[config.mk]
export PLATFORM = sky130hd
export DESIGN_NAME = axi_ar_issue
export DESIGN_NICKNAME = d
export VERILOG_FILES = /design/src/vdma_pkg.sv /design/src/axi_ar_issue.sv
export SDC_FILE = /design/constraint.sdc
export NUM_CORES = 1
export LEC_CHECK = 0
export BUFFER_PORTS_ARGS = -buffer_cell sky130_fd_sc_hd__buf_4
export CAP_MARGIN = 15
export CELL_PAD_IN_SITES_DETAIL_PLACEMENT = 1
export CELL_PAD_IN_SITES_GLOBAL_PLACEMENT = 2
export CORE_MARGIN = 10
export CORE_UTILIZATION = 24
export DETAILED_ROUTE_END_ITERATION = 6
export PLACE_DENSITY = 0.74
export SLEW_MARGIN = 20
export SYNTH_ARGS = -nofsm -noshare
export SYNTH_HDL_FRONTEND = slang
export SYNTH_SLANG_ARGS = --single-unit
[constraint.sdc]
create_clock -name clock -period 1.4 [get_ports clock]
set_input_delay 0.14 -clock clock [delete_from_list [all_inputs] [get_ports clock]]
set_output_delay 0.14 -clock clock [all_outputs]
set_load 0.02 [all_outputs]
[src/vdma_pkg.sv]
`default_nettype none

package vdma_pkg;

    // byte address width on the AXI read channel
    localparam int ASIZE = 32;
    // one read beat
    localparam int AXI_DSIZE = 64;
    // one output pixel
    localparam int DSIZE = 16;
    localparam int PIX_PER_WORD = AXI_DSIZE / DSIZE;
    // arlen field, beats minus one
    localparam int LSIZE = 8;
    // address step per beat
    localparam int BYTES_PER_WORD = AXI_DSIZE / 8;

    typedef logic [DSIZE-1:0] pixel_t;

    // same 64 bits seen as a flat beat or as four pixels
    // pixel 0 sits in the low bits and goes out first
    typedef union packed {
        logic [AXI_DSIZE-1:0]           data;
        pixel_t [PIX_PER_WORD-1:0]      pix;
    } axi_word_t;

    // one burst request toward the AR channel
    typedef struct packed {
        logic [ASIZE-1:0]   addr;
        logic [LSIZE-1:0]   len;
    } ar_req_t;

    // frame geometry and placement in memory
    typedef struct packed {
        logic [31:0]    baseaddr;
        // bytes from one line start to the next
        logic [31:0]    line_stride;
        logic [15:0]    hactive;
        logic [15:0]    vactive;
    } frame_cfg_t;

    typedef struct packed {
        logic   vsync;
        logic   hsync;
        logic   de;
    } sync_t;

endpackage

`default_nettype wire

[src/axi_ar_issue.sv]
`timescale 1ns/1ps
`default_nettype none

module axi_ar_issue (
    input  logic                            clock,
    input  logic                            rst_n,
    input  logic                            req_valid,
    input  vdma_pkg::ar_req_t               req,
    input  logic                            axi_arready,
    output logic [vdma_pkg::ASIZE-1:0]      axi_araddr,
    output logic [vdma_pkg::LSIZE-1:0]      axi_arlen,
    output logic [2:0]                      axi_arsize,
    output logic [1:0]                      axi_arburst,
    output logic                            axi_arvalid,
    output logic                            ar_busy
);

    // INCR bursts only
    localparam logic [1:0] BURST_INCR = 2'b01;

    // arvalid up one cycle after the strobe, down after the handshake
    always_ff @(posedge clock) begin
        if (!rst_n) begin
            axi_arvalid <= 1'b0;
        end else if (req_valid) begin
            axi_arvalid <= 1'b1;
        end else if (axi_arready) begin
            axi_arvalid <= 1'b0;
        end
    end

    // address and length held stable while arvalid waits
    always_ff @(posedge clock) begin
        if (req_valid) begin
            axi_araddr <= req.addr;
            axi_arlen  <= req.len;
        end
    end

    // full bus width per beat
    assign axi_arsize  = 3'($clog2(vdma_pkg::BYTES_PER_WORD));
    assign axi_arburst = BURST_INCR;

    // covers the strobe cycle too, so the scheduler cannot double issue
    assign ar_busy = req_valid | axi_arvalid;

endmodule

`default_nettype wire

# Word-level counts from Yosys, hierarchy flattened
# Index checks and enable logic that the tools add are counted.
dict set report op_classes {
  n_addsub 0
  multipliers 0
  div_mod_pow 0
  n_lt_le_gt_ge 0
  eq_ne 0
  shift 0
  n_mux 2
  bitwise 1
  n_reduce_logical 1
}
# op n
set op_table {}
lappend op_table {{1-bit 2-to-1 mux} 2}
lappend op_table {{2-bit nonzero test} 1}
lappend op_table {{1-bit bitwise OR} 1}
dict set report word_totals {
  register_bits 41
  latch_bits 0
  mem_bits_rw 0
  rom_bits 0
  inputBits 44
  output_inout_bits 47
  elab_cells 7
  n_memories 0
}

# Logic depth before layout (Yosys ltp)
dict set report depth {
  word_depth 2
  depth_mapped 2
  mapped_depth_nobuf 2
}

# Least setup slack after synthesis
# No wires, ideal clock.
dict set report synth_timing {
  kind {reg2out}
  start {register axi_arvalid}
  end {output port ar_busy}
  arrival_time_ns 0.682
  required_ns 1.260
  path_slack_ns 0.578
  stages_incl_launch_ff 2
  path_buffers 0
  path_cell_list {dfxtp_1 > or2_1}
}
dict set report synth_between {
  elab_chain_len 1
}
# element line
set synth_lines {}
lappend synth_lines {{start, declared} axi_ar_issue.sv:14} ;# output logic axi_arvalid,
lappend synth_lines {{start signal, assigned} axi_ar_issue.sv:24} ;# axi_arvalid <= 1'b0;
lappend synth_lines {{start signal, assigned} axi_ar_issue.sv:26} ;# axi_arvalid <= 1'b1;
lappend synth_lines {{start signal, assigned} axi_ar_issue.sv:28} ;# axi_arvalid <= 1'b0;
lappend synth_lines {{1-bit bitwise OR} axi_ar_issue.sv:45} ;# assign ar_busy = req_valid | axi_arvalid;
lappend synth_lines {{end, declared} axi_ar_issue.sv:15} ;# output logic ar_busy
# No other way between the ends.

# Final worst setup path
# Ends and elaborated chain as after synthesis.

==> summary.txt <==
Critical path
  • Slowest CP cell: dfxtp_1
  • R2r setup slk: 0.70 ns
  • Buffers and inverters on the worst path: 1
  • CP required: 1.26 ns
  • Crit end category: output pin
  • Top delay family on crit path: flip-flops
  • CP Max Fanout: 3
  • Crit path launch type: register
  • WS Path Type: register to output pin
  • Maximum cell stage delay along the critical path: 0.33 ns
  • Worst path cell trace: or2_1 -> buf_4
  • Critical Path AT: 1.00 ns

Clock network
  • Post-CTS Setup Bufs: 0
  • H-tree Lvls: 2
  • TritonCTS clock tree: built
  • Clk sinks: 41
  • Root buf cell: clkbuf_8
  • CTS clk-pin slew, worst paths: 0.08 ns
  • # hold bufs at CTS: 0
  • # resized after CTS: 0
  • Total CTS buffers: 5
  • CTS max path bufs: 2
  • Clock latency at the later pin of the worst-skew pair: 0.28 ns

Global routing
  • Antenna violations before repair: 0
  • Largest net degree at the start of global routing: 28
  • GRT Total Usage: 0.0809
  • First-pass GRT wire length: 5310 um
  • Vias in the first global route: 955
  • GR Overflow Total: 0

STA
  • Setup WS post-layout: 0.265 ns
  • Final critical-path required period: 1.14 ns
  • Final Hold Fails: 0
  • Crit share post-route: 0.811
  • Max Clk Rate: 0.881 GHz
  • Hold WS: 0.0249 ns
  • Total negative slack: 0 ns
  • Final setup viols: 0
  • Max Slew Vio Count: 0
  • Clock skew: 0 ns
  • RSZ-0062 raised after global routing: no

Drt
  • Met3 WL: 510 um
  • Vias: 798
  • Drt via density: 3.75
  • WL final: 3550 um
  • # DRC: 0
  • Drt pass-1 iters: 3
  • Drt wl/cell: 16.6 um
  • M1 WL: 1220 um
  • Met2 WL post-DR: 1800 um
  • Max layer used: met4
  • Initial DRC count: 29
  • Routed Antenna Nets: 0

Placed design
  • # port buffers: 85
  • Gpl congestion: 0.625
  • DP Worst Slack: 0.490 ns

Power
  • IR drop worst, VDD: 0.582 mV
  • Cell area power density: 1270 mW/mm^2
  • LEAKAGE: 0.889 nW

Synthesis
  • Syn Std Cell Area: 0.00129 sq mm
  • FF+latch count, synth: 41
  • Register area share after synthesis: 0.944
  • Synth Instances: 51
  • Post-synth top area share: 0.928
  • Unique masters post-synth: 7
  • Syn avg cell area: 25.4 sq um
  • Yosys top cell by area: edfxtp_1
  • Synth area leaders: edfxtp_1 (93%), buf_4 (2.9%), dfxtp_1 (1.5%), nor2b_4 (1.1%), conb_1 (0.58%)
  • Synth Warn #: 0

Worst hold path
  • Hold Crit Class: input port to register

Status
  • Status: complete, no violations

Floorplan
  • Core box area: 0.00517 sq mm
  • Die area: 0.00873 sq mm
  • Starting Density: 0.250
  • Rows: 26
  • Die Wd: 93.4 um
  • IO Pins: 91
  • Die Y: 93.4 um

Cells and area
  • Share of cells above drive strength 1: 0.650
  • # diodes: 0
  • Final #Nets: 186
  • Area grow syn2layout: 62.6%

Job
  • # Max-Cap Violations: 0
area by class of cell:
| type | instances | area (sq um) |
|---|---|---|
| fill | 526 | 3070 |
| clock buffer | 8 | 90.1 |
| multi-input combinational | 8 | 46.3 |
| tap | 70 | 87.6 |
| sequential | 41 | 1220 |
| timing repair buffer | 86 | 658 |
flip-flops by register name, summed over array words and instances, names as in the netlist:
signal / cells
axi_araddr: 32
axi_arvalid: 1
axi_arlen: 8
kinds of logic (layout without fill, tap and decap cells):
group / count (synthesis) / after routing / share of synthesized area
buf+inv: 5 / 94 / 0.0290
simple gates: 2 / 2 / 0.0155
compound gates: 1 / 1 / 0.00580
other cells: 2 / 5 / 0.00580
flops: 41 / 41 / 0.944
cells in the mapped netlist (all sizes together):
| cell | n |
|---|---|
| nor2b | 1 |
| edfxtp | 40 |
| o21a | 1 |
| or2 | 1 |
| buf | 5 |
| conb | 2 |
| dfxtp | 1 |
path summary, 6_finish.rpt:
path,depth (start not counted),start,endpoint
max,2,axi_arvalid,ar_busy
min,1,req[27],axi_araddr[19]
max reg2reg,2,axi_arvalid,axi_arvalid
min reg2reg,2,axi_arvalid,axi_arvalid
power breakdown:
| group | switching [mW] | leakage, nW | internal, mW |
|---|---|---|---|
| Clock | 0.372 | 0.0455 | 0.402 |
| Sequential | 0.0267 | 0.400 | 1.45 |
| Combinational | 0.217 | 0.444 | 0.198 |
cell usage in the layout (no fill, tap or decap), drive strengths merged:
master | synthesis | routed
o21a | 1 | 1
nor2b | 1 | 1
edfxtp | 40 | 40
conb | 2 | 5
or2 | 1 | 1
clkbuf | 0 | 8
buf | 5 | 86
dfxtp | 1 | 1
metrics by stage:
step           std cells  cell area, sq um  utilization  power (mW)
5_1_grt              213              2100        0.407        2.80
3_3_place_gp         205              2010        0.389        1.92
2_1_floorplan         54              1310            -        1.66
3_5_place_dp         205              2010        0.389        1.93
6_report             213              2100        0.407        2.67
4_1_cts              213              2100        0.407        2.72
routing by layer:
metal	global-route usage	vias to the layer above
li1	-	365
met1	0.0744	374
met2	0.132	55
met3	0.0655	4
met4	0.0270	0
met5	0	-
Power figures use the tool's default switching activity.
