--- config.mk ---
export PLATFORM = sky130hd
export DESIGN_NAME = video_timing
export DESIGN_NICKNAME = d
export VERILOG_FILES = /design/src/vdma_pkg.sv /design/src/video_timing.sv
export SDC_FILE = /design/constraint.sdc
export NUM_CORES = 1
export LEC_CHECK = 0
export ABC_AREA = 1
export BUFFER_PORTS_ARGS = -buffer_cell sky130_fd_sc_hd__buf_2
export CORE_AREA = 2 2 100 102
export DETAILED_ROUTE_END_ITERATION = 6
export DIE_AREA = 0 0 102 104
export PLACE_DENSITY = 0.73
export SYNTH_ARGS = -nofsm -noshare
export SYNTH_HDL_FRONTEND = slang
export SYNTH_SLANG_ARGS = --single-unit
--- constraint.sdc ---
create_clock -name clock -period 7.25 [get_ports clock]
set_clock_uncertainty 0.15 [all_clocks]
set_input_delay 0.3625 -clock clock [delete_from_list [all_inputs] [get_ports clock]]
set_output_delay 0.3625 -clock clock [all_outputs]
set_load 0.02 [all_outputs]
--- src/vdma_pkg.sv ---
`default_nettype none

package vdma_pkg;

    // byte address width on the AXI read channel
    localparam int ASIZE = 32;
    // one read beat
    localparam int AXI_DSIZE = 64;
    // one output pixel
    localparam int DSIZE = 16;
    localparam int PIX_PER_WORD = AXI_DSIZE / DSIZE;
    // arlen field, beats minus one
    localparam int LSIZE = 8;
    // address step per beat
    localparam int BYTES_PER_WORD = AXI_DSIZE / 8;

    typedef logic [DSIZE-1:0] pixel_t;

    // same 64 bits seen as a flat beat or as four pixels
    // pixel 0 sits in the low bits and goes out first
    typedef union packed {
        logic [AXI_DSIZE-1:0]           data;
        pixel_t [PIX_PER_WORD-1:0]      pix;
    } axi_word_t;

    // one burst request toward the AR channel
    typedef struct packed {
        logic [ASIZE-1:0]   addr;
        logic [LSIZE-1:0]   len;
    } ar_req_t;

    // frame geometry and placement in memory
    typedef struct packed {
        logic [31:0]    baseaddr;
        // bytes from one line start to the next
        logic [31:0]    line_stride;
        logic [15:0]    hactive;
        logic [15:0]    vactive;
    } frame_cfg_t;

    typedef struct packed {
        logic   vsync;
        logic   hsync;
        logic   de;
    } sync_t;

endpackage

`default_nettype wire

--- src/video_timing.sv ---
`timescale 1ns/1ps
`default_nettype none

module video_timing #(
    parameter int H_BLANK = 32,
    parameter int V_BLANK = 4,
    parameter int HSYNC_W = 8
) (
    input  logic                    clock,
    input  logic                    rst_n,
    input  logic                    enable,
    input  vdma_pkg::frame_cfg_t    cfg,
    output logic                    frame_start,
    output logic                    pix_rd,
    output vdma_pkg::sync_t         out_sync
);

    // blank comes first on both axes, so 0/0 is the vertical blank start
    logic [15:0]        hcnt;
    logic [15:0]        vcnt;
    // active size of the running frame
    logic [15:0]        hact_q;
    logic [15:0]        vact_q;
    logic               line_end;
    logic               frame_end;
    vdma_pkg::sync_t    sync_nxt;

    always_comb begin
        line_end  = (hcnt == 16'(H_BLANK) + hact_q - 16'd1);
        frame_end = (vcnt == 16'(V_BLANK) + vact_q - 16'd1);
        // counters sit at 0/0 while disabled, so this also marks enable rising
        frame_start = enable && (hcnt == 16'd0) && (vcnt == 16'd0);
        pix_rd = enable && (vcnt >= 16'(V_BLANK)) && (hcnt >= 16'(H_BLANK));
        // vsync for the whole first blank line
        sync_nxt.vsync = (vcnt == 16'd0);
        sync_nxt.hsync = (hcnt < 16'(HSYNC_W));
        sync_nxt.de    = pix_rd;
    end

    always_ff @(posedge clock) begin
        if (!rst_n) begin
            hcnt <= 16'd0;
            vcnt <= 16'd0;
        end else if (!enable) begin
            hcnt <= 16'd0;
            vcnt <= 16'd0;
        end else if (line_end) begin
            hcnt <= 16'd0;
            vcnt <= frame_end ? 16'd0 : vcnt + 16'd1;
        end else begin
            hcnt <= hcnt + 16'd1;
        end
    end

    // geometry only changes at frame start
    always_ff @(posedge clock) begin
        if (!rst_n) begin
            hact_q <= 16'd0;
            vact_q <= 16'd0;
        end else if (frame_start) begin
            hact_q <= cfg.hactive;
            vact_q <= cfg.vactive;
        end
    end

    // one cycle late, lines up with odata
    always_ff @(posedge clock) begin
        if (!rst_n) begin
            out_sync <= '0;
        end else begin
            out_sync <= enable ? sync_nxt : '0;
        end
    end

endmodule

`default_nettype wire

# After elaboration in Yosys (flattened, before gate mapping)
# Index checks and enable logic that the tools add are counted.
# op_classes
shifts	0
mux	1
div	0
n_eq_ne	2
n_reduce_logical	8
addsub	6
mul	0
n_lt_le_gt_ge	3
bitwise	2
# ops
cell	count
16-bit by 1-bit adder with 16-bit output (second input constant)	2
16-bit == test	2
16-bit zero test	2
16-bit by 1-bit subtractor with 16-bit output (second input constant)	2
3-bit by 16-bit adder with 16-bit output (first input constant)	1
6-bit by 16-bit adder with 16-bit output (first input constant)	1
16-bit by 3-bit greater-or-equal comparator with 1-bit output (second input constant)	1
16-bit by 6-bit greater-or-equal comparator with 1-bit output (second input constant)	1
16-bit by 4-bit < comparator with 1-bit output (second input constant)	1
16-bit two-way mux	1
1-bit logical AND	4
3-bit OR reduction	1
1-bit NOT	2
2-bit AND reduction	1
# totals
latch_bits	0
romBits	0
memories	0
out_inout_bits	5
word_cells	29
ff_bits	67
ram_bits	0
input_bits	99

# Logic depth before layout (Yosys ltp)
# depth
word_depth	4
mapped_depth	17
ltp_nobuf	16

# Least setup slack after synthesis
# Ideal clock, no wire load.
# synth_timing
kind	reg-to-reg
startpoint	register hact_q[0]
endpoint	register hcnt[2]
required_time_ns	6.983
path_buffers	1
t_arrival_ns	1.998
period_less_slack_ns	2.264
path_stages_with_launch	17
setup_ns	0.117
setup_slack_ns	4.986
cell_sequence	dfxtp_1 > inv_1 > ha_1 > inv_1 > nor2_2 > nand2_4 > nand2_1 > nand2_1 > nand3_1 > nand2_1 > nor2_1 > nand3b_4 > nor2_8 > nor2_8 > inv_4 > buf_12 > nor2_2
# synth_via
elab_chain_cells	4
# synth_rtl
element	line_no	text
start, declared	video_timing.sv:22	logic [15:0] hact_q;
start signal, assigned	video_timing.sv:61	hact_q <= cfg.hactive;
6-bit by 16-bit adder with 16-bit output	video_timing.sv:29	line_end = (hcnt == 16'(H_BLANK) + hact_q - 16'd1);
16-bit by 1-bit subtractor with 16-bit output	video_timing.sv:29	
16-bit == test	video_timing.sv:29	
3-bit OR reduction (no line)	-	
end signal, assigned	video_timing.sv:51	hcnt <= hcnt + 16'd1;
end, declared	video_timing.sv:19	logic [15:0] hcnt;
# Every way passes these cells.
# A chain may end at the register's enable or synchronous reset.

# Worst setup path after layout
# layout_timing
startpoint	register vcnt[11]
endpoint	output frame_start
# layout_via
elab_chain_cells	2
# layout_rtl
element	line_no	text
start, declared	video_timing.sv:20	logic [15:0] vcnt;
start signal, assigned	video_timing.sv:49	vcnt <= frame_end ? 16'd0 : vcnt + 16'd1;
16-bit zero test	video_timing.sv:32	frame_start = enable && (hcnt == 16'd0) && (vcnt == 16'd0);
1-bit logical AND	video_timing.sv:32	
end, declared	video_timing.sv:13	output logic frame_start,
# Every way passes these cells.

==> results_dict.tcl <==
set metrics [dict create \
    setup_violations 0 \
    syn_area_um2 4620 \
    ys_warn_count 0 \
    maxSlewViolCount 0 \
    routabilityCongestion 0.911 \
    dp.cells 887 \
    htree_levels 3 \
    ant_nets 0 \
    dr.first_iter.drc_count 181 \
    hold_viol 0 \
    rsz0062_at_grt "no" \
    fin_cells 903 \
    max_freq_mhz 341 \
    synth_top_area_share_pct 29.1 \
    worst-path-max-fanout 33 \
    grt_pass1_vias 4422 \
    synth_nets 834 \
    antennaDiodeCount 0 \
    clkLatencyLatePin_ns 0.36 \
    dp_hpwl_um 8530 \
    final_util_pct 53.4 \
    die_h_um 104 \
    fp.dieArea_um2 10600 \
    cts_setup_buffers 0 \
    initial_core_util_pct 48.3 \
    reg2reg_to "vcnt[8]" \
    layout.cells.most_common_list "nand2_1, inv_1, nor2_1, nand3_1, dfxtp_1" \
    clk_pin_slew_ns 0.07 \
    worstHoldStart "cfg[11]" \
    syn_area_per_cell_um2 6.33 \
    antenna_found_initial 0 \
    hold_end "vact_q[11]" \
    cts_buffers 9 \
    fp.dieW_um 102 \
    drive_above_1_share_pct 11.0 \
    synthTopCellsByArea "dfxtp_1, nand2_1, inv_1" \
    max-vdd-ir-drop_uv 83.6 \
    drt_wl_total_um 11100 \
    row_count 36 \
    hold_path.class "in2reg" \
    syn2layout_area_growth_pct 10.6 \
    cts_resized 0 \
    status "completed" \
    layout.nets 870 \
    grt_overflow 0 \
    cts_buffer_depth 2 \
    grt_first_pass_wirelength_um 19100 \
    viasPerCell 5.09 \
    cpMaxStageDelayCell "buf_4" \
    r2r_cells 14 \
    synthCells 729 \
    dr.pass1.iters 6 \
    finalHoldWorstSlack_ns 0.0812 \
    crit_type "reg2out" \
    grt_max_degree 34 \
    wire_per_inst_um 12.3 \
    worst_pin_slew_ns 0.637 \
    nFillCells 973 \
    numPortBuffers 39 \
    worstPathCellList "inv_1 -> nand3_1 -> nor3_1 -> nand3_1 -> nor2_1 -> nand2_1 -> nor4_4 -> buf_4 -> buf_2" \
    min_path_cells 3 \
    cts.sinks 67 \
    slowest_delay_ns 0.38 \
    drc 0 \
    r2r_start "hact_q[0]" \
    coreArea_um2 9550 \
    arrival_ns 2.42 \
    finish.instance_area_um2 5100 \
    crit_family "simple AND/OR/NAND/NOR gates" \
    cp.required_ns 6.74 \
    clock-root-buffer "clkbuf_8" \
    relSlewSlack_pct 57.4 \
    setup-tns-final_ns 0 \
    leakage_uw 0.00244 \
    final.min_clock_period_ns 2.94 \
    crit_path_end_kind "primary output" \
    synth_top_cell_by_area "dfxtp_1" \
    power.density_nw_per_um2 172 \
    cts_tree "yes" \
    final_common_cell "nand2_1" \
    ios 104 \
    place_area_um2 4920 \
    start_kind "flip-flop" \
    maxCapViolCount 0 \
    finalCritPeriodShare_pct 40.5 \
    cp.buffers_inverters 3 \
    cts_hold_buf 0 \
    synth-seq-area-share_pct 29.1 \
    yosysUniqueCellTypes 36 \
    ff2ff_setup_slack_ns 4.61 \
    cpMostUsedCell "nand3_1" \
    num_vias 4597 \
    grtUsageTotal_pct 22.2 \
    ys_seq_elements 67 \
]
-- layout make-up --
type                       count  area, µm²  area share [%]
multi-input combinational    527       2750            53.9
tap                          133        166            3.26
inverter                     119        449            8.80
clock buffer                  14        153            2.99
sequential                    67       1340            26.3
timing repair buffer          41        210            4.12
clock inverter                 2       35.0           0.686
-- worst max-delay path by stage --
stage | end | slack, ns | start | cells past startpoint
floorplan | hcnt[2] | 4.99 | hact_q[0] | 16
CTS | frame_start | 4.29 | vcnt[11] | 9
finish | frame_start | 4.31 | vcnt[11] | 9
global placement | frame_start | 4.73 | vcnt[11] | 9
detailed placement | vcnt[8] | 4.65 | hact_q[0] | 14
global route | frame_start | 4.09 | vcnt[11] | 9
-- flip-flops by register name, summed over array words and instances (netlist names) --
signal,count
vcnt,16
hact_q,16
vact_q,16
out_sync,3
hcnt,16
-- tightest hold or removal path, stage by stage --
cell and delay (ns):
buf_2 0.09, inv_1 0.04, a21oi_1 0.05
-- Yosys cell counts --
library cell	instances
o21a_1	2
nor3b_1	1
nand3b_4	1
nor4_2	1
xnor2_1	14
or2_2	1
xor2_1	29
nand3_4	1
a21oi_1	47
nor4_1	8
dfxtp_1	67
a21oi_2	1
nand3b_1	2
inv_4	1
nand2_4	1
clkbuf_2	1
nor2_8	3
ha_1	6
o21ai_1	1
o21ai_0	41
nand3_2	2
nand4_1	18
nand2_2	1
clkbuf_1	8
nor3_1	13
nor4_4	1
nor2_4	1
o21bai_1	1
nor2_2	15
inv_1	118
nor2_1	69
buf_12	1
nor3_2	2
nand3_1	69
nand2_1	175
buf_2	6
-- metal layers --
layer | share of wire (%) | wire [µm] | track usage (%) | vias to the layer above
li1 | - | - | - | 2395
met1 | 42 | 4690 | 25.4 | 2074
met5 | 0 | 0 | 0 | -
met3 | 4.4 | 491 | 4.84 | 20
met2 | 52 | 5720 | 39.8 | 108
met4 | 1.6 | 176 | 7.62 | 0
-- power by group --
part	total (µW)	internal, µW	switching, µW	leakage [µW]
clock network	313	168	145	0.0000947
logic	158	59.1	98.6	0.00180
registers	407	385	21.7	0.000548
-- metrics by stage --
step / setup slack (ns) / total power (µW)
floorplan: 4.99 / 532
global placement: 4.73 / 567
detailed placement: 4.65 / 572
CTS: 4.29 / 885
global route: 4.09 / 926
finish: 4.31 / 878
-- cells by family (layout without fill, tap and decap cells) --
group	after synthesis	count (layout)	synth area share (%)
xor gates and xnor gates	43	43	8.16
AOI/OAI and AO/OA	93	93	10.3
adders and majority gates	6	6	1.63
and+or+nand+nor	385	385	39.3
buffers and inverters	135	176	11.6
DFF	67	67	29.1
(Power assumes the default switching activity.)
