<file path="config.mk">
export PLATFORM = sky130hd
export DESIGN_NAME = word_unpacker
export DESIGN_NICKNAME = d
export VERILOG_FILES = /design/src/vdma_pkg.sv /design/src/word_unpacker.sv
export SDC_FILE = /design/constraint.sdc
export NUM_CORES = 1
export LEC_CHECK = 0
export BUFFER_PORTS_ARGS = -buffer_cell sky130_fd_sc_hd__buf_2
export CAP_MARGIN = 20
export CORE_ASPECT_RATIO = 0.8
export CORE_MARGIN = 4
export CORE_UTILIZATION = 30
export CTS_CLUSTER_SIZE = 30
export DETAILED_ROUTE_END_ITERATION = 8
export GPL_TIMING_DRIVEN = 0
export PLACE_DENSITY_LB_ADDON = 0.3
export SYNTH_ARGS = -nofsm -noshare
export SYNTH_HDL_FRONTEND = slang
export SYNTH_SLANG_ARGS = --single-unit
</file>
<file path="constraint.sdc">
create_clock -name clock -period 6.35 [get_ports clock]
set_input_delay 0.9525 -clock clock [delete_from_list [all_inputs] [get_ports clock]]
set_output_delay 0.9525 -clock clock [all_outputs]
set_load 0.01 [all_outputs]
</file>
<file path="src/vdma_pkg.sv">
`default_nettype none

package vdma_pkg;

    // byte address width on the AXI read channel
    localparam int ASIZE = 32;
    // one read beat
    localparam int AXI_DSIZE = 64;
    // one output pixel
    localparam int DSIZE = 16;
    localparam int PIX_PER_WORD = AXI_DSIZE / DSIZE;
    // arlen field, beats minus one
    localparam int LSIZE = 8;
    // address step per beat
    localparam int BYTES_PER_WORD = AXI_DSIZE / 8;

    typedef logic [DSIZE-1:0] pixel_t;

    // same 64 bits seen as a flat beat or as four pixels
    // pixel 0 sits in the low bits and goes out first
    typedef union packed {
        logic [AXI_DSIZE-1:0]           data;
        pixel_t [PIX_PER_WORD-1:0]      pix;
    } axi_word_t;

    // one burst request toward the AR channel
    typedef struct packed {
        logic [ASIZE-1:0]   addr;
        logic [LSIZE-1:0]   len;
    } ar_req_t;

    // frame geometry and placement in memory
    typedef struct packed {
        logic [31:0]    baseaddr;
        // bytes from one line start to the next
        logic [31:0]    line_stride;
        logic [15:0]    hactive;
        logic [15:0]    vactive;
    } frame_cfg_t;

    typedef struct packed {
        logic   vsync;
        logic   hsync;
        logic   de;
    } sync_t;

endpackage

`default_nettype wire

</file>
<file path="src/word_unpacker.sv">
`timescale 1ns/1ps
`default_nettype none

module word_unpacker (
    input  logic                    clock,
    input  logic                    rst_n,
    input  logic                    pix_rd,
    input  vdma_pkg::axi_word_t     fifo_word,
    input  logic                    fifo_empty,
    output logic                    fifo_rd,
    output vdma_pkg::pixel_t        odata
);

    localparam int IW = $clog2(vdma_pkg::PIX_PER_WORD);

    // word being shifted out
    vdma_pkg::axi_word_t    held;
    logic                   held_valid;
    // fifo_word holds a word not yet taken into held
    logic                   nxt_valid;
    logic [IW-1:0]          idx;
    logic                   last_pix;
    logic                   load;

    assign last_pix = pix_rd && (idx == IW'(vdma_pkg::PIX_PER_WORD - 1));
    // refill held when empty or on its last pixel, so no gap between words
    assign load     = nxt_valid && (!held_valid || last_pix);
    // keep the FIFO output stage topped up
    assign fifo_rd  = !fifo_empty && (!nxt_valid || load);

    always_ff @(posedge clock) begin
        if (!rst_n) begin
            held_valid <= 1'b0;
            nxt_valid  <= 1'b0;
            idx        <= '0;
        end else begin
            if (pix_rd) begin
                idx <= last_pix ? '0 : idx + 1'b1;
            end
            if (load) begin
                held_valid <= 1'b1;
            end else if (last_pix) begin
                held_valid <= 1'b0;
            end
            // new word lands in fifo_word together with this flag
            if (fifo_rd) begin
                nxt_valid <= 1'b1;
            end else if (load) begin
                nxt_valid <= 1'b0;
            end
        end
    end

    always_ff @(posedge clock) begin
        if (load) begin
            held <= fifo_word;
        end
        // pixel view, low pixel first
        if (pix_rd) begin
            odata <= held.pix[idx];
        end
    end

endmodule

`default_nettype wire

</file>
# Yosys cells after proc, flatten, opt, wreduce, memory -nomap -nowiden
# Cells that the tools add are included.
# totals
regBits,84
input_bits,68
out_inout_bits,17
elab_cells,25
# op_classes
n_addsub,1
order_cmp,1
n_eq_ne,1
n_mux,7
reduce_logical,10
# op_table
cell,count
$bmux W16 S2,1
$mux W16,1
$mux W1,4
$reduce_bool A2 Y1,2
$logic_and A1 B1 Y1,3
$logic_not A1 Y1,3
$lt A2 B3 Y1 const B,1
$add A2 B1 Y2 const B,1
$eq A2 B2 Y1 const B,1
$logic_or A1 B1 Y1,2
$mux W2,1

# Logic depth before layout (Yosys ltp)
# Gate-level depths: netlist of the first run.
# depth
ltp_word,7
ltp_mapped,5
mapped_depth_nobuf,4

# Least setup slack after synthesis of the first run
# Ideal clock, no wire load.
# synth_path
path_type,input to register
startpoint,input port pix_rd
endpoint,"register held[0] (netlist bit), enable pin"
setup_time_ns,0.493
arrival_time_ns,3.942
required_time_ns,5.857
setup_slack_ns,1.915
cell_stages,2
n_path_buf,0
cell_sequence,a21boi_0 -> nor2b_1
# synth_via
elab_chain_cells,3
# synth_rtl
item,line_no,text
start: declaration,word_unpacker.sv:7,"input logic pix_rd,"
$logic_and A1 B1 Y1,word_unpacker.sv:25,assign last_pix = pix_rd && (idx == IW'(vdma_pkg::PIX_PER_WORD - 1));
$logic_or A1 B1 Y1,word_unpacker.sv:27,assign load = nxt_valid && (!held_valid || last_pix);
$logic_and A1 B1 Y1,word_unpacker.sv:27,
net load,word_unpacker.sv:23,logic load;
end signal: assignment,word_unpacker.sv:56,held <= fifo_word;
end: declaration,word_unpacker.sv:17,vdma_pkg::axi_word_t held;
# The timed path passes the listed nets, and every way through them passes these cells.
# A chain may end at the register's enable or synchronous reset.

# Final worst setup path of the first run
# layout_path
startpoint,input port pix_rd
endpoint,output port fifo_rd
# layout_via
elab_chain_cells,5
# layout_rtl
item,line_no,text
$logic_and A1 B1 Y1,word_unpacker.sv:25,
$logic_or A1 B1 Y1,word_unpacker.sv:27,
$logic_and A1 B1 Y1,word_unpacker.sv:27,
$logic_or A1 B1 Y1,word_unpacker.sv:29,assign fifo_rd = !fifo_empty && (!nxt_valid || load);
$logic_and A1 B1 Y1,word_unpacker.sv:29,
end: declaration,word_unpacker.sv:10,"output logic fifo_rd,"
# Every way passes these cells.

==> flow_summary.json, run 1 <==
{
  "maxSlewHeadroom": 0.5769,
  "yosys_warnings": 0,
  "ant_nets": 0,
  "cts_hold_buffers": 0,
  "grt.busiest_layer": "met2",
  "io_pins": 85,
  "antenna_found_initial": 0,
  "cts-resized-gates": 0,
  "met3_usage": 0.04424,
  "synth-seq-cells": 84,
  "post-route-util": 0.4108,
  "cts_root_buf": "clkbuf_16",
  "grt_pass1_vias": 1561,
  "postCtsSetupRepairBufs": 0,
  "grt_pass1_wl_mm": 8.293,
  "num_vias": 1476,
  "finalCriticalPeriod_ns": 3.100,
  "p_leak_nw": 1.483,
  "place_congestion": 0.6629,
  "dieArea_um2": 11680,
  "dp_cells": 338,
  "startpoint_type": "input pin",
  "cts.sinks": 84,
  "holdPathStages": 2,
  "grt_overflow": 0,
  "cts_buffers": 9,
  "clockBufferDepth": 2,
  "path_class": "in -> out",
  "start_util": 0.3097,
  "use_met2": 0.1523,
  "track_usage": 0.09786,
  "htreeDepth": 3,
  "grt_setup_unrepaired": "no",
  "finalSetupViolCount": 0,
  "grt_max_degree": 31,
  "worstPathArrival_ns": 2.15,
  "port_buffers": 84,
  "post_synth.cell_area_avg_um2": 25.87,
  "wl_mm": 5.421,
  "crit_fanout": 19,
  "die_x_um": 119.8,
  "hold_viol_final": 0,
  "outcome": "finished, final reports clean",
  "wire_per_inst_um": 15.31,
  "via_per_inst": 4.169,
  "hold_class": "reg -> reg",
  "use_met1": 0.1176,
  "die_y_um": 97.45,
  "cts_tree": "yes",
  "synth_area_um2": 3000,
  "drt_iter0_markers": 73,
  "fin_skew_ns": 0.007704,
  "n_antenna_cell": 0,
  "cp-end-kind": "output port",
  "syn2layout_area_growth_pct": 32.65,
  "syn_inst": 116,
  "place_area_um2": 3638,
  "fin_nets": 282,
  "rows": 32,
  "post-route-cell-area_um2": 3980,
  "yosysSeqAreaShare": 0.8274,
  "clkTransAtPathRegs_ns": 0.06,
  "finalSetupTns_ns": 0,
  "p_total_mw": 1.334,
  "core_area_um2": 9689,
  "stdcell_count": 354,
  "period_share": 0.4882,
  "firstDrtPassIters": 4,
  "synth.distinct_cells": 15,
  "required_ns": 5.40,
  "irDropWorstVdd_uv": 139.2,
  "reg2reg_depth": 5,
  "synth_nets": 185,
  "maxCapViolations": 0,
  "clkLatencyLatePin_ns": 0.33,
  "power_density_nw_per_um2": 335.1,
  "slew_violations": 0,
  "drive_above_1_share": 0.5229,
  "fmax_mhz": 322.6,
  "tightest_slew_ns": 0.6290,
  "drc": 0
}
cell usage after synthesis, drive strengths merged:
library cell | instances | area (um^2)
edfxtp | 80 | 2402
mux4 | 16 | 390.4
buf | 4 | 41.29
dfxtp | 4 | 80.08
nor2b | 3 | 18.77
a21boi | 2 | 15.01
mux2i | 2 | 20.02
a21oi | 1 | 5.000
ha | 1 | 12.51
nand2 | 1 | 3.750
nor2 | 1 | 3.750
o21a | 1 | 7.510
per-layer routing:
metal  vias to the layer above  part of all wire
met5                         -                 0
met2                        54              0.49
met4                         0             0.018
met1                       722              0.43
met3                        10             0.069
li1                        690                 -
per-stage QoR:
stage          worst slack [ns]  hold slack, ns
2_1_floorplan             1.915          0.4657
3_3_place_gp            0.05347          0.4801
6_report                  3.250          0.5022
3_5_place_dp              3.225          0.4994
5_1_grt                   3.116          0.5538
4_1_cts                   3.219          0.5081
state kept, by name, indices dropped and copies added, names as in the netlist:
signal and count:
nxt_valid 1, held 64, odata 16, held_valid 1, idx 2
layout by cell type (no fill, tap or decap):
cell type  instances
mux4_1             8
clkinv_4           2
nand2_1            1
edfxtp_1          80
nor2b_4            1
clkbuf_1           1
dfxtp_1            4
nor2b_1            2
mux4_2             8
a21oi_1            1
clkbuf_16          9
o21a_1             1
nor2_1             1
clkinv_2           1
bufinv_16          3
buf_6              1
buf_2             86
buf_12             3
mux2i_1            2
a21boi_0           2
ha_1               1
critical path, cell delays in order:
cell	delay [ns]
buf_2	0.27
a21boi_0	0.58
a21oi_1	0.17
buf_2	0.17
worst paths after layout:
kind | slack, ns | to | start
max | 3.25 | fifo_rd | pix_rd
min | 0.50 | nxt_valid$_SDFFE_PN0P_ | nxt_valid$_SDFFE_PN0P_
max reg2reg | 4.43 | held[19]$_DFFE_PP_ | idx[0]$_SDFFE_PN0P_
min reg2reg | 0.50 | nxt_valid$_SDFFE_PN0P_ | nxt_valid$_SDFFE_PN0P_
power by group:
part	switching (mW)	internal, mW
clock	0.202	0.385
combinational	0.0439	0.0500
sequential	0.00722	0.646
total	0.253	1.08
logic make-up (layout without fill, tap and decap cells):
logic type,after synthesis,count (layout),synth area share
DFF,84,84,0.8274
muxes,18,18,0.1368
and+or+nand+nor,5,5,0.008756
AOI/OAI and AO/OA,4,4,0.009172
buffers and inverters,4,106,0.01376
adders and majority gates,1,1,0.004169
layout make-up:
| cell class | count | area [um^2] |
|---|---|---|
| buffer | 4 | 41.29 |
| clock buffer | 10 | 229.0 |
| clock inverter | 6 | 112.6 |
| fill | 913 | 5709 |
| multi-input combinational | 28 | 484.2 |
| sequential | 84 | 2482 |
| tap | 136 | 170.2 |
| timing repair buffer | 86 | 460.4 |
Note: power is estimated with default switching activity, not from simulation.
==> inputs of run 2 (changes only) <==
- clock period: 6.35 -> 2.7 ns (I/O delays scaled with it)
==> flow_summary.json, run 2 (synthesis gave the netlist of run 1 again) <==
{
  "firstDrtPassIters": 4,
  "clkTransAtPathRegs_ns": 0.07,
  "cts_tree": "yes",
  "cpPeakStageDelay_ns": 0.82,
  "cts-resized-gates": 0,
  "hold_viol_final": 0,
  "clkLatencyLatePin_ns": 0.34,
  "finalSetupViolCount": 0,
  "clockBufferDepth": 2,
  "cp_cell_sequence": "buf_2, a21boi_0, nor2b_4, buf_12",
  "dp_hpwl_mm": 3.709,
  "cts_buffers": 9,
  "cts_root_buf": "clkbuf_16",
  "postCtsSetupRepairBufs": 0,
  "cts_hold_buffers": 0,
  "drive_above_1_share": 0.5253,
  "port_buffers": 84,
  "cts.sinks": 84,
  "top_register": "held",
  "wl_mm": 5.448,
  "core_area_um2": 9689,
  "cp-end-kind": "flop",
  "largest_register_ffs": 64,
  "io_pins": 85,
  "p_leak_nw": 1.445,
  "finalSetupTns_ns": 0,
  "hold_class": "in -> reg",
  "startpoint_type": "input pin",
  "fmax_mhz": 438.3,
  "post-route-cell-area_um2": 3900,
  "slew_violations": 0,
  "setup_ws_ns": 0.4185,
  "ant_nets": 0,
  "n_antenna_cell": 0,
  "post-route-util": 0.4025,
  "final_common_cell": "buf_2",
  "start_util": 0.3097,
  "htreeDepth": 3,
  "antenna_found_initial": 0,
  "grt_pass1_wl_mm": 8.418,
  "die_x_um": 119.8,
  "reg_top3": "held x64, odata x16, idx x2",
  "dp_slack_ns": -0.006856,
  "syn2layout_area_growth_pct": 29.98,
  "place_area_um2": 3618,
  "fill_cells": 888,
  "drt_iter0_markers": 94,
  "worstPathArrival_ns": 2.32,
  "grt_max_degree": 34,
  "outcome": "finished, final reports clean",
  "tightest_slew_ns": 0.9430,
  "hold_slack_ns": 0.2395,
  "required_ns": 2.73,
  "layout_common_cells": "buf_2 (86), edfxtp_1 (80), clkbuf_16 (9)",
  "die_y_um": 97.45,
  "maxCapViolations": 0,
  "fin_nets": 281,
  "track_usage": 0.1000,
  "grt_pass1_vias": 1573,
  "irDropWorstVdd_uv": 296.2,
  "grt_overflow": 0,
  "maxSlewHeadroom": 0.3700,
  "via_per_inst": 4.144,
  "dieArea_um2": 11680,
  "wire_per_inst_um": 15.43,
  "worst_path_max_delay_cell": "nor2b_4",
  "path_class": "in -> reg",
  "grt_setup_unrepaired": "no",
  "num_vias": 1463,
  "drc": 0,
  "power_density_nw_per_um2": 743.7,
  "finalCriticalPeriod_ns": 2.282,
  "rows": 32,
  "period_share": 0.8450,
  "place_congestion": 0.6971,
  "crit_fanout": 33,
  "fin_skew_ns": 0.005602
}
-- run 2: cell types whose count changed in the layout (fill, tap and decap cells not counted) --
| cell | before | now |
|---|---|---|
| clkbuf_1 | 1 | 0 |
| bufinv_16 | 3 | 0 |
| clkinv_4 | 2 | 1 |
| buf_12 | 3 | 2 |
| inv_6 | 0 | 4 |
| clkinvlp_4 | 0 | 1 |
-- run 2: final cells by class --
| cell class | instances | area [um^2] | share of cell area |
|---|---|---|---|
| Buffer | 4 | 41.29 | 0.01059 |
| Clock buffer | 9 | 225.2 | 0.05775 |
| Tap cell | 136 | 170.2 | 0.04363 |
| Clock inverter | 7 | 56.30 | 0.01444 |
| Timing Repair Buffer | 85 | 440.4 | 0.1129 |
| Sequential cell | 84 | 2482 | 0.6365 |
| Multi-Input combinational cell | 28 | 484.2 | 0.1242 |
-- run 2: final timing paths --
path                                        startpoint                endpoint  slack [ns]  cells past startpoint
worst max register to register     idx[0]$_SDFFE_PN0P_      held[33]$_DFFE_PP_        0.55                      4
worst min-delay path                     fifo_word[29]      held[29]$_DFFE_PP_        0.24                      1
worst min register to register  nxt_valid$_SDFFE_PN0P_  nxt_valid$_SDFFE_PN0P_        0.51                      2
worst max-delay path                            pix_rd      held[33]$_DFFE_PP_        0.42                      4
-- run 2: layer usage --
| metal | track usage | wire length, um | vias to the layer above |
|---|---|---|---|
| met3 | 0.04540 | 402 | 10 |
| met2 | 0.1515 | 2517 | 59 |
| met4 | 0.04754 | 115 | 0 |
| li1 | - | - | 689 |
| met1 | 0.1219 | 2412 | 705 |
| met5 | 0 | 0 | - |
-- run 2: critical path, delay by kind of cell --
kind,cells,cell delay (ns)
buffers and inverters,2,0.72
AND/OR/NAND/NOR,1,0.82
AO/OA/AOI/OAI,1,0.35
-- run 2: where the power goes --
part	switching [mW]	internal [mW]	leakage [nW]	total (mW)
combinational	0.102	0.114	0.521	0.216
sequential	0.0170	1.52	0.786	1.54
clock	0.513	0.635	0.137	1.15
total	0.632	2.27	1.44	2.90
-- run 2: per-stage QoR --
stage,instances,power (mW)
floorplan,116,1.677
global placement,336,1.781
detailed placement,337,1.788
CTS,353,2.958
global route,353,3.035
finish,353,2.900
