$ cat src/vdma_pkg.sv
`default_nettype none

package vdma_pkg;

    // byte address width on the AXI read channel
    localparam int ASIZE = 32;
    // one read beat
    localparam int AXI_DSIZE = 64;
    // one output pixel
    localparam int DSIZE = 16;
    localparam int PIX_PER_WORD = AXI_DSIZE / DSIZE;
    // arlen field, beats minus one
    localparam int LSIZE = 8;
    // address step per beat
    localparam int BYTES_PER_WORD = AXI_DSIZE / 8;

    typedef logic [DSIZE-1:0] pixel_t;

    // same 64 bits seen as a flat beat or as four pixels
    // pixel 0 sits in the low bits and goes out first
    typedef union packed {
        logic [AXI_DSIZE-1:0]           data;
        pixel_t [PIX_PER_WORD-1:0]      pix;
    } axi_word_t;

    // one burst request toward the AR channel
    typedef struct packed {
        logic [ASIZE-1:0]   addr;
        logic [LSIZE-1:0]   len;
    } ar_req_t;

    // frame geometry and placement in memory
    typedef struct packed {
        logic [31:0]    baseaddr;
        // bytes from one line start to the next
        logic [31:0]    line_stride;
        logic [15:0]    hactive;
        logic [15:0]    vactive;
    } frame_cfg_t;

    typedef struct packed {
        logic   vsync;
        logic   hsync;
        logic   de;
    } sync_t;

endpackage

`default_nettype wire

$ cat src/read_burst_sched.sv
`timescale 1ns/1ps
`default_nettype none

module read_burst_sched #(
    parameter int BURST_LEN  = 16,
    parameter int FIFO_DEPTH = 64
) (
    input  logic                        clock,
    input  logic                        rst_n,
    input  logic                        frame_start,
    input  vdma_pkg::frame_cfg_t        cfg,
    input  logic [$clog2(FIFO_DEPTH):0] level,
    input  logic                        wr_beat,
    input  logic                        ar_busy,
    output logic                        req_valid,
    output vdma_pkg::ar_req_t           req
);

    localparam int CW = $clog2(FIFO_DEPTH) + 1;
    localparam int AW = vdma_pkg::ASIZE;
    localparam int LW = vdma_pkg::LSIZE;

    // frame in progress, cleared after the last burst
    logic           running;
    logic [15:0]    line_cnt;
    // words of the current line not yet requested
    logic [15:0]    words_left;
    // config captured at frame start
    logic [15:0]    line_words_q;
    logic [15:0]    vactive_q;
    logic [AW-1:0]  stride_q;
    logic [AW-1:0]  line_addr;
    logic [AW-1:0]  burst_addr;
    // requested but not yet in the FIFO
    logic [CW-1:0]  outstanding;
    logic [CW-1:0]  free_words;
    logic [15:0]    next_len;
    logic           issue;
    logic           line_last_burst;
    logic           frame_last_line;

    always_comb begin
        // full burst, or whatever is left as the tail
        next_len = (words_left > 16'(BURST_LEN)) ? 16'(BURST_LEN) : words_left;
        // level plus outstanding never exceeds the depth
        free_words = CW'(FIFO_DEPTH) - level - outstanding;
        issue = running && (words_left != 16'd0) && !ar_busy &&
                (16'(free_words) >= next_len);
        line_last_burst = (next_len == words_left);
        frame_last_line = (line_cnt == vactive_q - 16'd1);
    end

    always_ff @(posedge clock) begin
        if (!rst_n) begin
            running     <= 1'b0;
            line_cnt    <= 16'd0;
            words_left  <= 16'd0;
            outstanding <= '0;
            req_valid   <= 1'b0;
        end else if (frame_start) begin
            // restart on every frame, nothing is in flight here
            running     <= 1'b1;
            line_cnt    <= 16'd0;
            words_left  <= cfg.hactive / 16'(vdma_pkg::PIX_PER_WORD);
            outstanding <= '0;
            req_valid   <= 1'b0;
        end else begin
            req_valid   <= issue;
            outstanding <= outstanding + (issue ? CW'(next_len) : '0) - CW'(wr_beat);
            if (issue) begin
                if (!line_last_burst) begin
                    words_left <= words_left - next_len;
                end else if (frame_last_line) begin
                    // frame fully requested, wait for the next one
                    running    <= 1'b0;
                    words_left <= 16'd0;
                end else begin
                    line_cnt   <= line_cnt + 16'd1;
                    words_left <= line_words_q;
                end
            end
        end
    end

    always_ff @(posedge clock) begin
        if (frame_start) begin
            stride_q     <= cfg.line_stride;
            line_words_q <= cfg.hactive / 16'(vdma_pkg::PIX_PER_WORD);
            vactive_q    <= cfg.vactive;
            line_addr    <= cfg.baseaddr;
            burst_addr   <= cfg.baseaddr;
        end else if (issue) begin
            req.addr <= burst_addr;
            req.len  <= LW'(next_len - 16'd1);
            if (line_last_burst) begin
                // next line starts one stride on, regardless of line length
                line_addr  <= line_addr + stride_q;
                burst_addr <= line_addr + stride_q;
            end else begin
                burst_addr <= burst_addr + AW'(next_len) * AW'(vdma_pkg::BYTES_PER_WORD);
            end
        end
    end

endmodule

`default_nettype wire

$ cat config.mk
export PLATFORM = sky130hd
export DESIGN_NAME = read_burst_sched
export DESIGN_NICKNAME = d
export VERILOG_FILES = /design/src/vdma_pkg.sv /design/src/read_burst_sched.sv
export SDC_FILE = /design/constraint.sdc
export NUM_CORES = 1
export LEC_CHECK = 0
export ABC_AREA = 0
export BUFFER_PORTS_ARGS = -buffer_cell sky130_fd_sc_hd__buf_2
export CAP_MARGIN = 40
export CORE_ASPECT_RATIO = 2
export CORE_UTILIZATION = 32
export DETAILED_ROUTE_END_ITERATION = 8
export HOLD_SLACK_MARGIN = 0.12
export PLACE_DENSITY = 0.46
export SLEW_MARGIN = 5
export SYNTH_ARGS = -nofsm -noshare
export SYNTH_HDL_FRONTEND = slang
export SYNTH_SLANG_ARGS = --single-unit
$ cat constraint.sdc
create_clock -name clock -period 6.95 [get_ports clock]
set_clock_uncertainty 0.2 [all_clocks]
set_input_delay 1.0425 -clock clock [delete_from_list [all_inputs] [get_ports clock]]
set_output_delay 1.0425 -clock clock [all_outputs]
set_load 0.005 [all_outputs]
## Word-level counts from Yosys, hierarchy flattened

Index checks and enable logic that the tools add are counted.

- Equal/unequal tests: 2
- Magnitude comparators: 2
- Add/sub/neg operators: 10
- Bitwise operators: 3
- Reduce and logical (&&, ||, !) cells: 13
- Muxes and demuxes: 16

Operators by type and width:

| operator | count |
|---|---|
| $mux W32 | 6 |
| $mux W14 | 3 |
| $add A32 B19 Y32 | 1 |
| $add A32 B32 Y32 | 1 |
| $eq A16 B16 Y1 | 2 |
| $mux W16 | 2 |
| $add A16 B1 Y16 const B | 1 |
| $ge A7 B16 Y1 | 1 |
| $gt A16 B5 Y1 const B | 1 |
| $reduce_bool A16 Y1 | 1 |
| $sub A16 B1 Y16 const B | 1 |
| $sub A16 B16 Y16 | 1 |
| $sub A8 B1 Y8 const B | 1 |
| $add A7 B7 Y7 | 1 |
| $mux W7 | 1 |
| $sub A7 B1 Y7 | 1 |
| $sub A7 B7 Y7 | 1 |
| $sub A7 B7 Y7 const A | 1 |
| $reduce_and A3 Y1 | 2 |
| $reduce_bool A2 Y1 | 3 |
| $mux W1 | 4 |
| $reduce_and A2 Y1 | 2 |
| $logic_and A1 B1 Y1 | 3 |
| $not A1 Y1 | 3 |
| other kinds (2) | 2 |

- Register bits after elaboration: 207
- Bits of input ports: 108

## Longest topological paths before layout

Gate-level depths: netlist of run 1.

- Word-level depth: 7
- Mapped depth: 29
- Mapped depth without buffers: 28

## Worst setup path before layout of run 1

OpenSTA, ideal clock, no wires.

- Path type: in2reg
- Start: input level[1]
- End: register outstanding[6]
- Data required time: 6.622 ns
- Stages on the path: 29
- Library setup time: 0.128 ns
- Setup slack: 1.019 ns
- Arrival: 5.603 ns
- Cells stage by stage: ha_1 inv_1 ha_1 inv_1 fa_1 inv_1 a21o_1 a21oi_1 xnor2_1 ha_1 o21ai_0 nand2b_1 a21oi_1 or4b_2 nor2_2 clkbuf_1 nand2_1 ha_1 inv_1 ha_1 inv_1 fa_1 nor2b_1 o21ai_0 nand2b_1 a21o_1 a21oi_1 xnor2_1 nor2_1

- Cells in the longest elaborated chain, start to end: 7

RTL lines:

| what | line | source |
|---|---|---|
| start: declaration | read_burst_sched.sv:12 | `input logic [$clog2(FIFO_DEPTH):0] level,` |
| $sub A7 B7 Y7 (2 in a row) | read_burst_sched.sv:46 | `free_words = CW'(FIFO_DEPTH) - level - outstanding;` |
| $ge A7 B16 Y1 | read_burst_sched.sv:48 | `(16'(free_words) >= next_len);` |
| $logic_and A1 B1 Y1 | read_burst_sched.sv:47 | `issue = running && (words_left != 16'd0) && !ar_busy &&` |
| $mux W7 | read_burst_sched.sv:69 | `outstanding <= outstanding + (issue ? CW'(next_len) : '0) - CW'(wr_beat);` |
| $add A7 B7 Y7 | read_burst_sched.sv:69 |  |
| $sub A7 B1 Y7 | read_burst_sched.sv:69 |  |
| end signal: assignment | read_burst_sched.sv:69 |  |
| end: declaration | read_burst_sched.sv:35 | `logic [CW-1:0] outstanding;` |

No other way between the ends.
A chain may end at the register's enable or synchronous reset.

## Worst setup path after layout of run 1

Same ends and word-level chain as after synthesis.

==> metrics.txt, run 1 <==
status complete, no violations; Max H-tree Level 1; async set or reset register ratio after synthesis 0%; Avg WL per Cell 19.9 um; Worst-path clk slew 0.06 ns; number of remaining DRC errors 0; Final Hold Viols 0; reg2reg end outstanding[6]$_SDFF_PP0_; Max Cap Viol 0; CTS buffer count 23; post-synth top area cell edfxtp_1; Worst path max stage delay 0.68 ns; initial antenna violation count 3; hpwl dp 27,200 um; nets 1,523; clk root buf clkbuf_16; CP arrival 5.82 ns; synth top area cells edfxtp_1 41%, ha_1 8.4%, dfxtp_1 6.8%, xnor2_1 4.0%, o21ai_0 3.6%; critical path capture point type flop; Max clock buf depth 3; R2R Path Start words_left[5]$_SDFFE_PN0P_; Clock Latency Late Sink 0.52 ns; Worst Min Path Start burst_addr[2]$_DFFE_PP_; CTS hold repair buffers 0; Sink Count 207; EDFF count, synth 166; vias in the first global route 9,883; number of diodes 0; number of vias per cell 5.33; Yosys cell types 82; Slew Viols, Final 0; gp weighted congestion 0.845; CORE AREA 37,300 um2; most frequent cells in the layout 166 x edfxtp_1, 146 x buf_2, 104 x nand2_1; Pwr Density 292 nW/um2; most common cell after layout, fill and taps aside edfxtp_1; cells after synthesis 1,172; IO buf count 146; Ys Warns 0; DIE AREA 38,700 um2; FMAX 0.178 GHz; Post-CTS Setup Repair Bufs 0; Syn-to-layout area delta 16.7%; TritonCTS clock tree built; Starting Density 32.5%; via count 9,620; Worst Path Max Fanout 8; drt total wl 35,900 um; number of instances resized during post-cts repair 0; Die H 277 um; R2R setup slack 1.33 ns; Final setup viols 0; layout cell share with drive strength beyond 1 16.8%; mapped cell area 12,100 um2; LEAKAGE 5.50 nW; Yosys reg bits 207; # rows 100; mean post-synth cell area 10.3 um2; WP data required 7.15 ns; Reg2Reg Depth 24; Setup TNS Final 0 ns; grt ovf 0; Post-synth top flop edfxtp_1; top cell type's share of synthesized area 41.1%; GRT Total Usage 18.7%; drt first pass iters 5; crit path max-delay cell type or4b_2; Peak VDD IR 173 uV; Hold Path Class reg -> reg; RSZ-0062 raised after global routing no; Max-slew headroom 44.5%; Routed Antenna Nets 0; first-pass GRT wire length 54,800 um; largest net degree at the start of global routing 58; Tcrit/Tclk final 81.0%; hold depth 0; Ports 149; worst-margin pin slew 0.828 ns; Seq/Total Area, Yosys 47.9%; Iter 0 DRT Violations 436; Die W 140 um; Hold Path End req[10]$_DFFE_PP_; crit start category input port; WS Path Type in -> reg; Period minus WS final 5.63 ns; final hold slack 0.218 ns
-- registers in the layout, summed over array words and instances, names as in the netlist --
signal and flops:
req_valid 1, stride_q 32, line_addr 32, vactive_q 16, req 40, words_left 16, outstanding 7, line_cnt 16
line_words_q 14, running 1, burst_addr 32
-- metrics by stage --
stage	util [%]	instance area (um2)	worst slack (ns)	std cells	power, mW
floorplan	-	12200	1.02	1185	2.58
global placement	36.0	13400	0.832	1762	2.97
detailed placement	36.0	13400	0.760	1764	2.98
CTS	37.9	14100	1.29	1805	4.18
global route	37.9	14100	0.802	1805	4.39
finish	37.9	14100	1.32	1805	4.13
-- cells by family after synthesis --
logic type,share of synthesized area (%)
compound gates,17.9
xor+xnor,6.00
fa+ha+maj,9.03
buf+inv,3.75
flops,47.9
mux,0.867
other cells,0.0620
simple gates,14.5
-- where the power goes --
part           internal [mW]  switching, mW
combinational          0.534          0.762
clock                  0.658          0.515
sequential              1.55          0.107
-- routing by layer --
metal	up-vias	track usage [%]	wire length, um
met1	4640	18.2	12800
met4	6	7.55	1280
met3	70	2.16	1100
li1	4709	-	-
met2	195	38.5	20700
met5	-	0	37
-- cell usage after synthesis (7+ instances only) --
library cell / n
o21a_1: 17
or3_1: 14
nor2b_1: 7
a211oi_1: 10
o21ai_0: 88
and2_1: 9
or4_1: 12
and3_1: 14
nand4_1: 8
nor2_1: 67
a21oi_1: 70
a21o_1: 26
xor2_1: 28
nand2_1: 104
and4_1: 7
nand3_1: 29
edfxtp_1: 166
o31ai_1: 11
ha_1: 81
clkbuf_1: 32
a31oi_1: 16
inv_1: 64
o211ai_1: 22
xnor2_1: 55
dfxtp_1: 41
nor4_1: 14
a221oi_1: 7
nand2b_1: 17
nor3_1: 20
-- worst max-delay path by stage --
stage,startpoint,to,slack (ns),depth (start not counted)
2_1_floorplan,level[1],outstanding[6]$_SDFF_PP0_,1.02,29
3_3_place_gp,level[1],outstanding[6]$_SDFF_PP0_,0.83,30
3_5_place_dp,level[1],outstanding[6]$_SDFF_PP0_,0.76,30
4_1_cts,words_left[5]$_SDFFE_PN0P_,outstanding[6]$_SDFF_PP0_,1.29,23
5_1_grt,words_left[9]$_SDFFE_PN0P_,outstanding[6]$_SDFF_PP0_,0.80,23
6_report,level[1],outstanding[6]$_SDFF_PP0_,1.32,30
-- worst max-delay path: cells and delay by family --
family          cells  cell delay [ns]
simple gates        7             1.33
fa+ha+maj           7             1.92
buf+inv             7             0.60
compound gates      7             0.63
xor+xnor            2             0.29
-- final cells by class --
cell class | count | area (um2)
fill | 3804 | 23100
multi-input combinational | 867 | 5910
sequential | 207 | 5810
timing repair buffer | 166 | 906
clock buffer | 28 | 604
tap | 459 | 574
inverter | 65 | 244
clock inverter | 13 | 96.3
No activity file was read; power rests on OpenSTA's default activity.
==> inputs of run 2 (changes only) <==
--- a/config.mk
+++ b/config.mk
@@ -12,7 +12,7 @@
 export CORE_UTILIZATION = 32
 export DETAILED_ROUTE_END_ITERATION = 8
 export HOLD_SLACK_MARGIN = 0.12
-export PLACE_DENSITY = 0.46
+export PLACE_DENSITY = 0.48
 export SLEW_MARGIN = 5
 export SYNTH_ARGS = -nofsm -noshare
 export SYNTH_HDL_FRONTEND = slang
==> constraint.sdc (replaced) <==
create_clock -name clock -period 4.68 [get_ports clock]
set_clock_uncertainty 0.2 [all_clocks]
set_input_delay 0.702 -clock clock [delete_from_list [all_inputs] [get_ports clock]]
set_output_delay 0.702 -clock clock [all_outputs]
set_load 0.005 [all_outputs]
==> run 2 against run 1 <==
Register-to-register slack got worse by 1.2 ns; combinational power grew 65%; critical path type is now reg -> reg; global-route usage up 0.52 points; critical path depth decreased by 4; via count up 0.57%; cell count rose by 2.3%; routed wire length grew 2.8%; sequential share of layout area shrank 1.8 points; cell area up 4.6%; first-iteration DRC count fell by 2.1%; highest routed layer is now met4; utilization is 1.7 points higher.
==> metrics.txt, run 2 (same netlist as run 1, synthesis figures left out) <==
number of remaining DRC errors 0; Avg WL per Cell 20.0 um; drt total wl 36,900 um; GRT Total Usage 19.2%; grt met1 use 18.8%; clk root buf clkbuf_16; Final Hold Viols 0; crit start category flop; TritonCTS clock tree built; Max Cap Viol 0; CP arrival 4.78 ns; Ports 149; Pwr Density 438 nW/um2; DP Cell Count 1,800; IO buf count 146; Worst-path clk slew 0.07 ns; hpwl dp 27,400 um; Sink Count 207; met3 usage 2.21%; Clock Latency Late Sink 0.53 ns; max reg flops 40; worst-margin pin slew 0.861 ns; Die H 277 um; RSZ-0062 raised after global routing yes; Iter 0 DRT Violations 427; M2 GR Usage 38.9%; Period minus WS final 4.56 ns; total power draw 6.48 mW; Final setup viols 0; critical path capture point type flop; Slew Viols, Final 0; nets 1,563; Hold Path Class in -> reg; Die W 140 um; DIE AREA 38,700 um2; WS Path Type reg -> reg; CORE AREA 37,300 um2; CTS buffer count 22; status complete, no violations; Syn-to-layout area delta 22.1%; LEAKAGE 5.78 nW; Fillers 3,724; grt ovf 0; number of vias per cell 5.24; global route hottest layer met2; R2R setup slack 0.12 ns; FMAX 0.219 GHz; Max clock buf depth 3; drt first pass iters 5; Max-slew headroom 41.9%; gp weighted congestion 0.802; most frequent cells in the layout 166 x edfxtp_1, 145 x buf_2, 102 x nand2_1; Max H-tree Level 1; final hold slack 0.148 ns; via count 9,675; most common cell after layout, fill and taps aside edfxtp_1; vias in the first global route 10,100; initial antenna violation count 3; largest net degree at the start of global routing 91; first-pass GRT wire length 56,400 um; Routed Antenna Nets 0; # rows 100; Worst Path Max Fanout 4; Starting Density 32.5%; largest reg by FF count req; layout cell share with drive strength beyond 1 21.9%; Post-Layout Cell Count 1,846; Peak VDD IR 250 uV; WP data required 4.90 ns; Tcrit/Tclk final 97.5%
==> run 2: routing by layer <==
layer  wire length [um]  vias to the layer above
li1                   -                     4780
met1              13200                     4619
met2              20900                      205
met3               1150                       71
met4               1610                        0
met5                  0                        -
==> run 2: through the flow <==
stage	setup TNS (ns)	area (um2)	utilization [%]	worst slack, ns
3_3_place_gp	-3.49	13900	37.4	-0.468
3_5_place_dp	-5.37	14000	37.5	-0.494
6_report	0	14800	39.7	0.115
2_1_floorplan	-0.110	12400	-	-0.0943
4_1_cts	0	14800	39.6	0.0370
5_1_grt	-0.288	14800	39.7	-0.145
==> run 2: worst max-delay path: stages, from the launching register on <==
cell and delay [ns]:
dfxtp_2 0.36, ha_4 0.20, inv_2 0.06, ha_4 0.12
inv_2 0.03, fa_2 0.34, inv_2 0.06, a21o_1 0.12
a21oi_2 0.06, xnor2_1 0.13, ha_1 0.29, o21ai_1 0.06
nand2b_1 0.08, a21oi_2 0.06, or4b_4 0.51, nor2_4 0.19
buf_4 0.15, nand2_2 0.06, ha_4 0.27, inv_2 0.04
ha_4 0.20, a21o_1 0.16, a21o_1 0.19, a21o_1 0.19
a21oi_2 0.14, xor2_1 0.15, nor2_1 0.06
==> run 2: path summary, 6_finish.rpt <==
path | start | to | cells after the start
worst max-delay path | outstanding[1]$_SDFF_PP0_ | outstanding[5]$_SDFF_PP0_ | 26
worst min-delay path | cfg[34] | stride_q[2]$_DFFE_PP_ | 1
worst min register to register | burst_addr[1]$_DFFE_PP_ | req[9]$_DFFE_PP_ | 0
worst max register to register | outstanding[1]$_SDFF_PP0_ | outstanding[5]$_SDFF_PP0_ | 26
==> run 2: final cells by class <==
class	instances	area [um2]	area share (%)
multi-input combinational	867	6130	41.4
sequential	207	5810	39.3
tap	459	574	3.88
inverter	65	251	1.70
antenna	1	2.50	0.0169
clock buffer	28	614	4.15
timing repair buffer	207	1280	8.63
clock inverter	12	131	0.888
==> run 2: what timing repair did <==
item	in CTS	in global routing
hold buffers	1	0
hold endpoints to repair	1	0
endpoints found under the setup margin	1	3
buffers inserted	2	2
resized for setup	4	7
pin swaps	2	10
==> run 2: report_power, final <==
group	switching (mW)	internal (mW)
registers	0.156	2.30
clock network	0.781	1.09
logic	1.22	0.929
